$ cat config.mk
export PLATFORM = sky130hd
export DESIGN_NAME = stream_merge_top
export DESIGN_NICKNAME = d
export VERILOG_FILES = /design/src/hdl/stream_pkg.sv /design/src/hdl/stream_if.sv /design/src/hdl/skid_buffer.sv /design/src/hdl/packet_arbiter.sv /design/src/hdl/stream_merge_top.sv
export SDC_FILE = /design/constraint.sdc
export NUM_CORES = 1
export LEC_CHECK = 0
export BUFFER_PORTS_ARGS = -buffer_cell sky130_fd_sc_hd__buf_2
export CAP_MARGIN = 20
export CORE_MARGIN = 10
export CORE_UTILIZATION = 60
export CTS_CLUSTER_DIAMETER = 50
export DETAILED_ROUTE_END_ITERATION = 12
export PLACE_DENSITY = 0.81
export SLEW_MARGIN = 10
export SYNTH_ARGS = -nofsm -noshare
export SYNTH_HDL_FRONTEND = slang
export SYNTH_SLANG_ARGS = --single-unit
$ cat constraint.sdc
create_clock -name clock -period 6.7 [get_ports clock]
set_clock_uncertainty 0.15 [all_clocks]
set_input_delay 0.335 -clock clock [delete_from_list [all_inputs] [get_ports clock]]
set_output_delay 0.335 -clock clock [all_outputs]
set_load 0.01 [all_outputs]
$ cat src/hdl/stream_pkg.sv
package stream_pkg;

    // Occupancy of a two-register skid buffer.
    // Only the side register holding data is not a legal state.
    typedef enum logic [1:0] {
        skid_empty = 2'd0,  // Output and side registers empty.
        skid_busy  = 2'd1,  // Output register holds a beat.
        skid_full  = 2'd2   // Output and side registers both hold a beat.
    } skid_state_e;

    // Mode of the packet arbiter.
    typedef enum logic {
        arb_idle   = 1'b0,  // Free to pick a new source.
        arb_locked = 1'b1   // Held on one source until its last beat.
    } arb_state_e;

endpackage

$ cat src/hdl/stream_if.sv
`timescale 1ns/1ps

// One valid/ready stream link with packet framing and a source tag.
interface stream_if #(
    parameter int WORD_WIDTH = 16,  // Payload width.
    parameter int SRC_WIDTH  = 1    // Source tag width.
);

    logic                   valid;  // Beat offered by the sender.
    logic                   ready;  // Receiver can take a beat.
    logic [WORD_WIDTH-1:0]  data;   // Payload word.
    logic                   last;   // Final beat of a packet.
    logic [SRC_WIDTH-1:0]   src;    // Number of the source port.

    modport sender (
        output valid,
        output data,
        output last,
        output src,
        input  ready
    );

    modport receiver (
        input  valid,
        input  data,
        input  last,
        input  src,
        output ready
    );

endinterface

$ cat src/hdl/skid_buffer.sv
`timescale 1ns/1ps

module skid_buffer #(
    parameter int WIDTH = 16  // Width of the packed beat.
) (
    input  logic                clock,
    input  logic                rst_n,

    input  logic                in_valid,
    output logic                in_ready,
    input  logic [WIDTH-1:0]    in_data,

    output logic                out_valid,
    input  logic                out_ready,
    output logic [WIDTH-1:0]    out_data
);

    stream_pkg::skid_state_e state_q;  // Current occupancy.
    stream_pkg::skid_state_e state_d;  // Occupancy after this edge.

    logic [WIDTH-1:0] side_q;  // Side register for the extra beat.

    logic insert;  // Beat accepted at the input.
    logic remove;  // Beat taken at the output.

    logic load;    // Empty buffer takes a beat into the output register.
    logic flow;    // New beat replaces the one leaving.
    logic fill;    // New beat parks in the side register.
    logic flush;   // Side register moves to the output.
    logic unload;  // Last held beat leaves.

    logic out_wren;   // Output register write enable.
    logic side_wren;  // Side register write enable.

    always_comb begin
        insert = in_valid && in_ready;
        remove = out_valid && out_ready;
    end

    always_comb begin
        load   = (state_q == stream_pkg::skid_empty) && insert && !remove;
        flow   = (state_q == stream_pkg::skid_busy)  && insert && remove;
        fill   = (state_q == stream_pkg::skid_busy)  && insert && !remove;
        flush  = (state_q == stream_pkg::skid_full)  && !insert && remove;
        unload = (state_q == stream_pkg::skid_busy)  && !insert && remove;
    end

    // Next occupancy.
    always_comb begin
        state_d = state_q;  // Hold when nothing moves.
        if (load || flow || flush) begin
            state_d = stream_pkg::skid_busy;
        end
        if (fill) begin
            state_d = stream_pkg::skid_full;  // Ready drops on the next cycle.
        end
        if (unload) begin
            state_d = stream_pkg::skid_empty;
        end
    end

    always_comb begin
        out_wren  = load || flow || flush;
        side_wren = fill;
    end

    // Control registers.
    always_ff @(posedge clock) begin
        if (!rst_n) begin
            state_q   <= stream_pkg::skid_empty;
            in_ready  <= 1'b1;  // Empty after reset so take data.
            out_valid <= 1'b0;
        end else begin
            state_q   <= state_d;
            in_ready  <= (state_d != stream_pkg::skid_full);
            out_valid <= (state_d != stream_pkg::skid_empty);
        end
    end

    // Payload registers.
    always_ff @(posedge clock) begin
        if (side_wren) begin
            side_q <= in_data;  // Beat that arrived while the output stalled.
        end
        if (out_wren) begin
            out_data <= flush ? side_q : in_data;
        end
    end

endmodule

$ cat src/hdl/packet_arbiter.sv
`timescale 1ns/1ps

module packet_arbiter #(
    parameter int NUM_SOURCES = 4,   // Number of source links.
    parameter int WORD_WIDTH  = 16,  // Payload width.
    parameter int SRC_WIDTH   = 2    // Source tag width.
) (
    input  logic        clock,
    input  logic        rst_n,

    stream_if.receiver  src [NUM_SOURCES],  // Buffered source links.
    stream_if.sender    bus                 // Shared output link.
);

    stream_pkg::arb_state_e state_q;  // Idle or locked on a packet.

    logic [SRC_WIDTH-1:0] ptr_q;     // First source to try in idle.
    logic [SRC_WIDTH-1:0] ptr_next;  // Source after the current grant.
    logic [SRC_WIDTH-1:0] grant_q;   // Source held for the open packet.
    logic [SRC_WIDTH-1:0] pick;      // Round-robin choice.
    logic                 pick_found;
    logic [SRC_WIDTH-1:0] grant;     // Source on the bus this cycle.
    logic                 grant_ok;  // Grant points at a live source.
    logic                 accept;    // Beat moves on the bus.
    int                   rr_idx;    // Scan index with wrap.

    logic [NUM_SOURCES-1:0] src_valid;
    logic [NUM_SOURCES-1:0] src_last;
    logic [WORD_WIDTH-1:0]  src_data [NUM_SOURCES];
    logic [SRC_WIDTH-1:0]   src_tag  [NUM_SOURCES];

    // Flatten the link array so it can be indexed by the grant.
    for (genvar i = 0; i < NUM_SOURCES; i++) begin : g_src
        assign src_valid[i] = src[i].valid;
        assign src_last[i]  = src[i].last;
        assign src_data[i]  = src[i].data;
        assign src_tag[i]   = src[i].src;
        // Only the granted source sees the bus ready.
        assign src[i].ready = bus.ready && grant_ok && (grant == SRC_WIDTH'(i));
    end

    // First valid source at or after the pointer.
    always_comb begin
        pick       = ptr_q;
        pick_found = 1'b0;
        rr_idx     = 0;
        for (int k = 0; k < NUM_SOURCES; k++) begin
            rr_idx = int'(ptr_q) + k;
            if (rr_idx >= NUM_SOURCES) begin
                rr_idx = rr_idx - NUM_SOURCES;  // Wrap past the top source.
            end
            if (!pick_found && src_valid[rr_idx]) begin
                pick       = SRC_WIDTH'(rr_idx);
                pick_found = 1'b1;
            end
        end
    end

    always_comb begin
        if (state_q == stream_pkg::arb_locked) begin
            grant    = grant_q;  // Stay on the open packet.
            grant_ok = 1'b1;
        end else begin
            grant    = pick;
            grant_ok = pick_found;
        end
    end

    always_comb begin
        if (int'(grant) == NUM_SOURCES - 1) begin
            ptr_next = '0;
        end else begin
            ptr_next = grant + 1'b1;
        end
    end

    // Shared bus is a straight mux of the granted link.
    assign bus.valid = grant_ok && src_valid[grant];
    assign bus.data  = src_data[grant];
    assign bus.last  = src_last[grant];
    assign bus.src   = src_tag[grant];

    assign accept = grant_ok && src_valid[grant] && bus.ready;

    always_ff @(posedge clock) begin
        if (!rst_n) begin
            state_q <= stream_pkg::arb_idle;
            ptr_q   <= '0;  // Source 0 goes first.
            grant_q <= '0;
        end else begin
            case (state_q)
                stream_pkg::arb_idle: begin
                    if (accept) begin
                        ptr_q <= ptr_next;  // Next round starts after this source.
                        if (!src_last[grant]) begin
                            state_q <= stream_pkg::arb_locked;
                            grant_q <= grant;
                        end
                    end
                end
                stream_pkg::arb_locked: begin
                    if (accept && src_last[grant]) begin
                        state_q <= stream_pkg::arb_idle;  // Packet closed.
                    end
                end
                default: begin
                    state_q <= stream_pkg::arb_idle;
                end
            endcase
        end
    end

endmodule

$ cat src/hdl/stream_merge_top.sv
`timescale 1ns/1ps

module stream_merge_top #(
    parameter  int NUM_SOURCES = 4,   // Number of source ports.
    parameter  int WORD_WIDTH  = 16,  // Payload width.
    localparam int SRC_WIDTH   = (NUM_SOURCES > 1) ? $clog2(NUM_SOURCES) : 1
) (
    input  logic                            clock,
    input  logic                            rst_n,

    input  logic [NUM_SOURCES-1:0]          in_valid,
    output logic [NUM_SOURCES-1:0]          in_ready,
    input  logic [NUM_SOURCES*WORD_WIDTH-1:0] in_data,
    input  logic [NUM_SOURCES-1:0]          in_last,

    output logic                            out_valid,
    input  logic                            out_ready,
    output logic [WORD_WIDTH-1:0]           out_data,
    output logic                            out_last,
    output logic [SRC_WIDTH-1:0]            out_src
);

    localparam int IN_WIDTH  = WORD_WIDTH + 1;              // Last and data.
    localparam int OUT_WIDTH = WORD_WIDTH + SRC_WIDTH + 1;  // Last, source and data.

    stream_if #(
        .WORD_WIDTH (WORD_WIDTH),
        .SRC_WIDTH  (SRC_WIDTH)
    ) in_link [NUM_SOURCES] ();  // Buffered source links.

    stream_if #(
        .WORD_WIDTH (WORD_WIDTH),
        .SRC_WIDTH  (SRC_WIDTH)
    ) bus_link ();  // Shared bus after arbitration.

    logic [OUT_WIDTH-1:0] out_word;  // Packed beat leaving the output buffer.

    for (genvar i = 0; i < NUM_SOURCES; i++) begin : g_in
        logic [IN_WIDTH-1:0] in_word;  // Packed beat leaving this buffer.

        skid_buffer #(
            .WIDTH      (IN_WIDTH)
        ) u_in_skid (
            .clock      (clock),
            .rst_n      (rst_n),
            .in_valid   (in_valid[i]),
            .in_ready   (in_ready[i]),
            .in_data    ({in_last[i], in_data[i*WORD_WIDTH +: WORD_WIDTH]}),
            .out_valid  (in_link[i].valid),
            .out_ready  (in_link[i].ready),
            .out_data   (in_word)
        );

        assign in_link[i].last = in_word[WORD_WIDTH];
        assign in_link[i].data = in_word[WORD_WIDTH-1:0];
        assign in_link[i].src  = SRC_WIDTH'(i);  // Tag with the port number.
    end

    packet_arbiter #(
        .NUM_SOURCES    (NUM_SOURCES),
        .WORD_WIDTH     (WORD_WIDTH),
        .SRC_WIDTH      (SRC_WIDTH)
    ) u_arbiter (
        .clock          (clock),
        .rst_n          (rst_n),
        .src            (in_link),
        .bus            (bus_link.sender)
    );

    skid_buffer #(
        .WIDTH      (OUT_WIDTH)
    ) u_out_skid (
        .clock      (clock),
        .rst_n      (rst_n),
        .in_valid   (bus_link.valid),
        .in_ready   (bus_link.ready),
        .in_data    ({bus_link.last, bus_link.src, bus_link.data}),
        .out_valid  (out_valid),
        .out_ready  (out_ready),
        .out_data   (out_word)
    );

    assign out_last = out_word[OUT_WIDTH-1];
    assign out_src  = out_word[WORD_WIDTH +: SRC_WIDTH];
    assign out_data = out_word[WORD_WIDTH-1:0];

endmodule

* Word-level counts from Yosys, hierarchy flattened
Cells that the tools add are included.
** Operators by class
- Add/subtract/negate cells :: 8
- Bitwise gates (word level) :: 3
- Reductions and logical operators :: 101
- Multipliers :: 0
- Magnitude comparators :: 10
- Divide/modulo/power cells :: 0
- Equal/unequal tests :: 19
- Shift operators :: 0
- Multiplexer cells :: 61
** Operator list (number)
- $lt A32 B4 Y1 const B :: 4
- $mux W32 :: 4
- $ge A32 B4 Y1 const B :: 3
- $sub A32 B4 Y32 const B :: 3
- $mux W17 :: 4
- $logic_and A1 B1 Y1 :: 65
- $mux W2 :: 23
- $bmux W16 S2 :: 1
- $mux W16 :: 2
- $mux W19 :: 1
- $mux W1 :: 18
- $eq A2 B1 Y1 const B :: 7
- $eq A2 B2 Y1 const B :: 7
- $logic_not A1 Y1 :: 13
- $bmux W1 S2 :: 6
- $logic_not A2 Y1 :: 6
- $logic_or A1 B1 Y1 :: 10
- $ne A2 B2 Y1 const B :: 5
- $reduce_bool A2 Y1 :: 5
- $add A2 B2 Y3 const B :: 2
- $bmux W2 S2 :: 1
- $sub A2 B3 Y4 const B :: 1
- $add A2 B1 Y3 const B :: 1
- $ge A2 B3 Y1 const B :: 1
- other kinds (8) :: 9
** Word-level totals
- Memory bits (writable) :: 0
- Latch bits :: 0
- Register bits :: 199
- Bits in read-only memories :: 0
- Output and inout port bits :: 24
- Input port bits :: 75
- Memories :: 0
- Word-level logic and storage cells :: 230

* Depth between registers and ports, before layout
Gate-level depths: netlist of run 1.
- Depth in word-level cells :: 28
- Gate-level depth with buffers :: 14
- Gate-level depth less buffers :: 9

* Hierarchy
Synthesis of run 1 repeated with hierarchy kept, for this count alone.
** Unflattened totals
- Cell total of the unflattened synthesis :: 565
- Area total of the unflattened synthesis :: 8982.4 µm²
** Modules (own cells, without submodules)
- skid_buffer (g_in[0].u_in_skid ...) :: area each 1511.4 µm², instances 4, seq. area each 1101.1 µm², cells each 80
- skid_buffer (u_out_skid) :: area each 1652.8 µm², instances 1, seq. area each 1221.2 µm², cells each 87
- packet_arbiter :: area each 1276.2 µm², instances 1, seq. area each 100.1 µm², cells each 156
- stream_merge_top :: area each 7.5 µm², instances 1, seq. area each 0.0 µm², cells each 2

* Worst setup path after synthesis of run 1
No wires, ideal clock.
- Path kind :: reg-to-reg
- Start point :: register g_in[2].u_in_skid.out_valid
- End point :: register g_in[3].u_in_skid.side_q[0] (enable)
- Library setup time :: 0.415 ns
- Buffers on the path :: 3
- Period minus slack after synthesis :: 3.891 ns
- Data arrival time :: 3.326 ns
- Stages on the path, launching flop included :: 12
- Required time :: 6.135 ns
- Setup slack :: 2.809 ns
- Path through :: dfxtp_1 > buf_6 > nor3b_2 > a211oi_1 > a32oi_2 > buf_2 > buf_1 > inv_1 > ha_1 > nand3_4 > nand2_1 > nor3_1
** On the way
- Cells in the longest elaborated chain, start to end :: 19
- Elaborated cells on any way between the ends :: 34
- Those cells by class :: eq/ne (1); mux (22); reduce/logical (11)
** RTL lines
- from (decl) :: RTL line skid_buffer.sv:13 : output logic out_valid,
- from (signal assigned) :: RTL line skid_buffer.sv:76 : out_valid <= (state_d != stream_pkg::skid_empty);
- $bmux W1 S2 :: RTL line packet_arbiter.sv:52 : if (!pick_found && src_valid[rr_idx]) begin
- $mux W1 (implied by the code) (2 in series) :: RTL line packet_arbiter.sv:52
- $mux W1 :: RTL line packet_arbiter.sv:52
- $logic_not A1 Y1 :: RTL line packet_arbiter.sv:52
- $logic_and A1 B1 Y1 :: RTL line packet_arbiter.sv:52
- $mux W1 :: RTL line packet_arbiter.sv:52
- $logic_not A1 Y1 :: RTL line packet_arbiter.sv:52
- $logic_and A1 B1 Y1 :: RTL line packet_arbiter.sv:52
- [3 not listed]
- $mux W2 / $mux W1 (equally long branches) :: RTL line packet_arbiter.sv:52
- $mux W2 / $mux W1 (equally long branches) :: RTL line packet_arbiter.sv:60 : if (state_q == stream_pkg::arb_locked) begin
- $eq A2 B2 Y1 / $logic_and A1 B1 Y1 (equally long branches) :: RTL line packet_arbiter.sv:39 : assign src[i].ready = bus.ready && grant_ok && (grant == SRC_WIDTH'(i));
- $logic_and A1 B1 Y1 (*) :: RTL line packet_arbiter.sv:39
- $logic_and A1 B1 Y1 (*) :: RTL line skid_buffer.sv:37 : remove = out_valid && out_ready;
- $logic_not A1 Y1 (*) :: RTL line skid_buffer.sv:43 : fill = (state_q == stream_pkg::skid_busy) && insert && !remove;
- $logic_and A1 B1 Y1 (*) :: RTL line skid_buffer.sv:43
- named net g_in[3].u_in_skid.fill :: RTL line skid_buffer.sv:28 : logic fill;
- to (signal assigned) :: RTL line skid_buffer.sv:83 : side_q <= in_data;
- to (decl) :: RTL line skid_buffer.sv:21 : logic [WIDTH-1:0] side_q;
Mark *: on every way through the listed nets, which the timed path passes. The rest lies on a longest branch. The select of a mux whose other input is x is not followed.
A chain may end at the register's enable or synchronous reset.

* Worst setup path in the final report of run 1
- Start point :: register u_arbiter.ptr_q[1]
- End point :: register u_out_skid.out_data[6] (enable)
** On the way
- Cells in the longest elaborated chain, start to end :: 24
- Elaborated cells on any way between the ends :: 56
- Those cells by class :: add/sub (7); order compare (4); mux (28); reduce/logical (17)
** RTL lines
- from (decl) :: RTL line packet_arbiter.sv:17 : logic [SRC_WIDTH-1:0] ptr_q;
- from (signal assigned) :: RTL line packet_arbiter.sv:94 : ptr_q <= ptr_next;
- branches (longest 18 deep; another with $sub A32 B4 Y32)
- $logic_and A1 B1 Y1 (*) :: RTL line packet_arbiter.sv:78 : assign bus.valid = grant_ok && src_valid[grant];
- $logic_and A1 B1 Y1 (*) :: RTL line skid_buffer.sv:36 : insert = in_valid && in_ready;
- $logic_and A1 B1 Y1 (tied with other cells) :: RTL line skid_buffer.sv:41 : load = (state_q == stream_pkg::skid_empty) && insert && !remove;
- $logic_and A1 B1 Y1, on equally long branches :: RTL line skid_buffer.sv:41, skid_buffer.sv:42, skid_buffer.sv:44
- $logic_or A1 B1 Y1 / $logic_and A1 B1 Y1 (equally long branches) :: RTL line skid_buffer.sv:63, skid_buffer.sv:44
- $logic_or A1 B1 Y1 (*) :: RTL line skid_buffer.sv:63 : out_wren = load || flow || flush;
- named net u_out_skid.out_wren :: RTL line skid_buffer.sv:32 : logic out_wren;
- to (signal assigned) :: RTL line skid_buffer.sv:86 : out_data <= flush ? side_q : in_data;
- to (decl) :: RTL line skid_buffer.sv:15 : output logic [WIDTH-1:0] out_data
Mark *: on every way through the listed nets, which the timed path passes. The select of a mux whose other input is x is not followed.

==> metrics.txt, run 1 <==
Place WS 2.07 ns; fmax 227 MHz; Top Usage Layer GRT met2; post-synthesis sequential area ratio 65.0%; Final nets 810; Post-synth ARST share 0%; Slowest-stage cell, CP o31ai_4; total core area 14,500 um^2; crit-path max cell delay 0.86 ns; total of max-cap violations 0; CP Buf/Inv Count 1; GRT met3 Usage 5.54%; DRT iter0 DRCs 525; router iterations before antenna repair 5; Post-synth top flop edfxtp_1; vias in the first global route 5,702; Synth cell types 72; Sink Count 199; M1 GR Usage 25.6%; Filler cells 850; worst-path fanout max 36; DRC viols 0; FP Rows 44; M2 GR Usage 33.3%; DP HPWL 13,200 um; Via Count 5,420; first-pass GRT wire length 31,900 um; CTS root buf clkbuf_16; Max Root-Sink Buffers 2; Port Buffer Count 98; worst rel slew slack 30.7%; part of the cycle the worst path needs 65.9%; TritonCTS clock tree yes; flops & latches, synth 199; Die Ht 141 um; Die ar. 19,900 um^2; cells along the critical path nor3_1 > or3_1 > a41o_1 > inv_2 > mux2i_1 > o21a_1 > o31ai_4; Worst EP arrival 4.32 ns; Mean Syn Cell Area 15.3 um^2; Logic pwr share 33.3%; Worst-path clk slew 0.07 ns; number of synthesized flops with an enable pin 174; commonest cells in the netlist 174 x edfxtp_1, 60 x mux2_2, 30 x a21oi_1; placer congestion estimate 0.855; status complete, no violations; Slew @ Worst Pin 1.04 ns; Post-Syn Area 8810 um^2; crit path kind reg -> reg; DR WL/cell 21.3 um; Post-Route WL 19,800 um; sw frac 34.1%; GRT Total Usage 20.4%; RSZ-0062 raised after global routing no; vias per std cell 5.83; CP required 6.61 ns; P_sw 1.58 mW; Max IR drop VDD 0.207 mV; Gate Count Post-Synth 576; top area cells in the synthesized netlist edfxtp_1 59%, mux2_2 7.7%, dfxtp_1 5.7%, mux2_4 4.6%, mux2i_1 2.4%; antenna-violating nets left 0; CP Capture Type flip-flop; largest area contributor in the netlist edfxtp_1; total gr overflow 0; Reg power frac 43.3%; synth warn 0; Setup Viol. Count Final 0; final worst slack 2.29 ns; Die X 141 um; final hold violations 0; Setup TNS 0 ns; clk_lat worst skew 0.44 ns; setup bufs post-CTS 0; top cell type's share of synthesized area 59.3%; fin crit period 4.41 ns; htree depth 4; # resized after CTS 0; top-count cell post-synth edfxtp_1; P&R area growth vs syn 21.5%; CTS buffer count 17; largest net degree at the start of global routing 40; Final Slew Violations 0; power share of the clock group 23.4%; layout cells sized above 1 33.5%; Crit path max-delay family compound AO/OA/AOI/OAI gates; Power Density 432 nW/um^2; io pins 99; initial antenna violation count 0; cell-internal power 3.05 mW; syn_nets 653; Leak 3.94 nW; crit start category flip-flop; n_diodes 0; Starting Density 60.9%; worst hold-check path type in -> reg
[power groups by stage]
stage	Sequential, mW	Combinational (mW)	Clock (mW)
4_1_cts	2.01	1.54	1.09
5_1_grt	2.04	1.70	1.14
6_report	2.00	1.54	1.08
3_5_place_dp	2.03	1.49	0
3_3_place_gp	2.01	1.43	0
2_1_floorplan	1.97	1.09	0
[kinds of logic after synthesis]
logic type | after synthesis | share of synthesized area [%]
flip-flops | 199 | 65.0
AND/OR/NAND/NOR | 112 | 8.08
multiplexers | 109 | 14.9
AO/OA/AOI/OAI | 97 | 7.54
buffers and inverters | 49 | 3.38
XOR/XNOR | 5 | 0.497
adder cells (fa/ha/maj) | 5 | 0.625
[stage by stage]
stage                     instances  hold WS [ns]  area [um^2]  utilization [%]  power, mW
final                           930         0.132        10700             73.9       4.63
after global routing            930         0.152        10700             73.9       4.87
after CTS                       928         0.118        10700             73.8       4.64
after detailed placement        828         0.363         9370             64.7       3.52
after global placement          827         0.347         9360             64.7       3.44
after floorplan                 576         0.284         8810                -       3.06
[placed cells by master, fill, tap and decap left out, drive strengths merged, types with 3 or more instances in the layout]
master,synthesis,layout
o211ai,3,3
nor3,6,6
nor2b,8,8
a21o,3,3
xnor2,5,5
or3,4,4
nor2,20,20
o21a,3,3
o2111ai,3,3
and2,20,20
nand2b,3,3
and3,4,4
edfxtp,174,174
bufinv,0,4
a211oi,18,18
mux2,87,87
clkinv,0,6
a21oi,32,32
dlygate4sd3,0,68
nand3,11,11
o21ai,16,16
nor3b,4,4
or2,3,3
o31ai,4,4
dfxtp,25,25
buf,29,105
mux2i,21,21
inv,14,17
maj3,3,3
nand2,17,17
clkbuf,6,18
[metal layers]
layer	vias up	routed length [um]
li1	2522	-
met1	2633	8250
met2	229	9780
met3	36	1260
met4	0	500
met5	-	0
[sequential cells by signal, summed over array words and instances, names as in the netlist, named ones only]
name	count
u_arbiter.grant_q	2
u_out_skid.in_ready	1
g_in.u_in_skid.state_q	8
u_out_skid.out_valid	1
u_out_skid.out_data	19
u_arbiter.ptr_q	2
u_out_skid.state_q	2
g_in.u_in_skid.side_q	68
g_in.u_in_skid.in_ready	4
g_in.u_in_skid.out_data	68
u_out_skid.side_q	19
g_in.u_in_skid.out_valid	4
[area by class of cell]
| type | count | area [um^2] | share of cell area [%] |
|---|---|---|---|
| Inverter | 14 | 52.6 | 0.491 |
| Timing Repair Buffer | 173 | 1230 | 11.5 |
| Sequential cell | 199 | 5730 | 53.5 |
| Clock inverter | 14 | 199 | 1.86 |
| Multi-Input combinational cell | 328 | 2830 | 26.5 |
| Clock buffer | 18 | 429 | 4.01 |
| Tap cell | 184 | 230 | 2.15 |
[timing repair]
action,CTS,global route
setup endpoints to repair,0,0
hold buffers,68,0
hold endpoints to repair,68,0
[final timing paths]
| path | start | endpoint | slack [ns] | cells past startpoint |
|---|---|---|---|---|
| min reg2reg | u_arbiter.grant_q[0]$_SDFFE_PN0P_ | u_arbiter.grant_q[0]$_SDFFE_PN0P_ | 0.37 | 2 |
| min | rst_n | u_out_skid.in_ready$_SDFF_PN1_ | 0.13 | 2 |
| max | u_arbiter.ptr_q[1]$_SDFFE_PN0P_ | u_out_skid.out_data[6]$_DFFE_PP_ | 2.29 | 7 |
| max reg2reg | u_arbiter.ptr_q[1]$_SDFFE_PN0P_ | u_out_skid.out_data[6]$_DFFE_PP_ | 2.29 | 7 |
Note: power is estimated with default switching activity, not from simulation.
==> inputs of run 2 (changes only) <==
--- a/config.mk
+++ b/config.mk
@@ -8,10 +8,10 @@
 export BUFFER_PORTS_ARGS = -buffer_cell sky130_fd_sc_hd__buf_2
 export CAP_MARGIN = 20
 export CORE_MARGIN = 10
-export CORE_UTILIZATION = 60
+export CORE_UTILIZATION = 53
 export CTS_CLUSTER_DIAMETER = 50
 export DETAILED_ROUTE_END_ITERATION = 12
-export PLACE_DENSITY = 0.81
+export PLACE_DENSITY = 0.76
 export SLEW_MARGIN = 10
 export SYNTH_ARGS = -nofsm -noshare
 export SYNTH_HDL_FRONTEND = slang
==> constraint.sdc (replaced) <==
create_clock -name clock -period 3.59 [get_ports clock]
set_clock_uncertainty 0.15 [all_clocks]
set_input_delay 0.1795 -clock clock [delete_from_list [all_inputs] [get_ports clock]]
set_output_delay 0.1795 -clock clock [all_outputs]
set_load 0.01 [all_outputs]
==> run 2 against run 1 <==
  * Count of clock-buffer cells in the layout up 2
  * First-iteration DRC count shrank 8.0%
  * Critical endpoint is now g_in[1].u_in_skid.out_data[15]$_DFFE_PP_
  * Global-route usage down 2.5 points
  * Highest routed layer unchanged
==> metrics.txt, run 2 (synthesized netlist as in run 1, its figures left out) <==
M1 WL 7920 um (-4.1%); crit path kind reg -> reg; Final Slew Violations 0 (unchanged); RR Startpoint g_in[0].u_in_skid.out_valid$_SDFF_PN0_; met3 wire length 1030 um (-19%); CP Buf/Inv Count 1 (unchanged); layout cells sized above 1 34.2% (+0.74 points); worst rel slew slack 57.3% (+27 points); total gr overflow 0 (unchanged); Sink Count 199 (unchanged); fmax 297 MHz (+31%); most common cell after layout, fill and taps aside edfxtp_1; CTS root buf clkbuf_16; Setup TNS 0 ns (unchanged); Die X 149 um (+5.5%); Post-Route WL 19,500 um (-1.4%); vias per std cell 5.57 (-4.5%); Via Count 5,488 (+1.3%); cells along the critical path or2_2 > a211oi_1 > a32oi_2 > buf_4 > nand4b_4 > nand2b_4 > nor2_4 > mux2_2; FP Rows 47 (+6.8%); CP required 3.62 ns (-2.99 ns); fin crit period 3.37 ns (-1.05 ns); Starting Density 53.5% (-7.3 points); Top Layer Used met4; Slowest-stage cell, CP dfxtp_1; htree depth 4 (unchanged); DRC viols 0 (unchanged); RSZ-0062 raised after global routing no; antenna-violating nets left 0 (unchanged); io pins 99 (unchanged); CTS buffer count 17 (unchanged); Setup Viol. Count Final 0 (unchanged); GRT Total Usage 17.9% (-2.5 points); Die ar. 22,200 um^2 (+11%); min-delay src out_ready; Pwr Total 8.51 mW (+84%); metal2 WL 10,100 um (+3.7%); worst hold-check path type in -> reg; CP Capture Type flip-flop; minimum hold slack 0.0987 ns (-0.0329 ns); DR WL/cell 19.8 um (-7.0%); largest net degree at the start of global routing 37 (-7.5%); vias in the first global route 5,792 (+1.6%); part of the cycle the worst path needs 93.7% (+28 points); Max IR drop VDD 0.519 mV (+150%); clk_lat worst skew 0.44 ns (about the same); DRT iter0 DRCs 483 (-8.0%); first-pass GRT wire length 31,000 um (-2.7%); Leak 4.02 nW (+1.9%); TritonCTS clock tree yes; total of max-cap violations 0 (unchanged); Crit path max-delay family simple AND/OR/NAND/NOR gates; crit start category flip-flop; Port Buffer Count 98 (unchanged); Top Registers g_in.u_in_skid.out_data: 68 flops, g_in.u_in_skid.side_q: 68 flops; worst-path fanout max 36 (unchanged); Die Ht 149 um (+5.5%); total core area 16,500 um^2 (+14%); Final nets 830 (+2.5%); P&R area growth vs syn 23.1%; Slew @ Worst Pin 0.625 ns (-0.414 ns); most frequent cells in the layout 174 x edfxtp_1, 98 x buf_2, 70 x dlygate4sd3_1; Max Root-Sink Buffers 2 (unchanged); crit-path max cell delay 0.44 ns (-0.42 ns); post-layout util 65.9% (-8.0 points); DP HPWL 13,200 um (about the same); final hold violations 0 (unchanged); Power Density 784 nW/um^2 (+81%); placer congestion estimate 0.840 (-1.8%); router iterations before antenna repair 5 (unchanged); Worst setup startpoint g_in[0].u_in_skid.out_valid$_SDFF_PN0_; initial antenna violation count 1 (+1); Worst-path clk slew 0.07 ns (about the same); Worst EP arrival 3.39 ns (-0.93 ns); status complete, no violations
## run 2: changes by cell type in the layout (fill, tap and decap cells not counted), sizes merged, moves of 2 or more
| cell | before | now |
|---|---|---|
| clkbuf | 18 | 20 |
| dlygate4sd3 | 68 | 70 |
| bufinv | 4 | 2 |
| clkinv | 6 | 8 |
| buf | 105 | 123 |
| inv | 17 | 15 |
## run 2: final timing paths
check                                             end  slack (ns)  cells past startpoint
max          g_in[1].u_in_skid.out_data[15]$_DFFE_PP_        0.22                      8
min                  u_out_skid.state_q[1]$_SDFF_PN0_         0.1                      4
max reg2reg  g_in[1].u_in_skid.out_data[15]$_DFFE_PP_        0.22                      8
min reg2reg         u_arbiter.grant_q[1]$_SDFFE_PN0P_        0.38                      2
## run 2: power breakdown
| part | total (mW) | switching (mW) | internal, mW |
|---|---|---|---|
| clock network | 1.80 | 0.788 | 1.01 |
| logic | 2.95 | 1.74 | 1.20 |
| registers | 3.76 | 0.361 | 3.40 |
## run 2: tightest hold or removal path: cells and delay by family
| kind | cells | cell delay (ns) |
|---|---|---|
| AO/OA/AOI/OAI | 2 | 0.19 |
| buffers and inverters | 1 | 0.10 |
| AND/OR/NAND/NOR | 1 | 0.19 |
## run 2: through the flow
stage | cell area [um^2] | std cells | setup slack, ns
floorplan | 8830 | 576 | 0.0128
global placement | 9530 | 876 | 0.320
detailed placement | 9530 | 876 | 0.259
CTS | 10800 | 977 | 0.218
global route | 10900 | 986 | 0.0110
finish | 10900 | 986 | 0.224
## run 2: what timing repair did
| action | 4_1_cts | 5_1_grt |
|---|---|---|
| endpoints found under the hold margin | 143 | 0 |
| buffers inserted | 0 | 8 |
| hold buffers | 70 | 0 |
| gates resized for setup | 0 | 0 |
| endpoints found under the setup margin | 0 | 17 |
## run 2: cell type report
| cell class | instances | area [um^2] |
|---|---|---|
| diodes | 1 | 2.50 |
| clock buffers | 20 | 437 |
| clock inverters | 11 | 108 |
| fillers | 1141 | 5620 |
| inverters | 14 | 52.6 |
| multi-input cells | 328 | 2830 |
| flip-flops and latches | 199 | 5730 |
| well taps | 220 | 275 |
| repair buffers | 193 | 1420 |
## run 2: per-layer routing
metal,track usage (%),up-vias
met5,0,-
met1,21.2,2712
li1,-,2560
met4,5.64,0
met2,30.6,184
met3,5.49,32
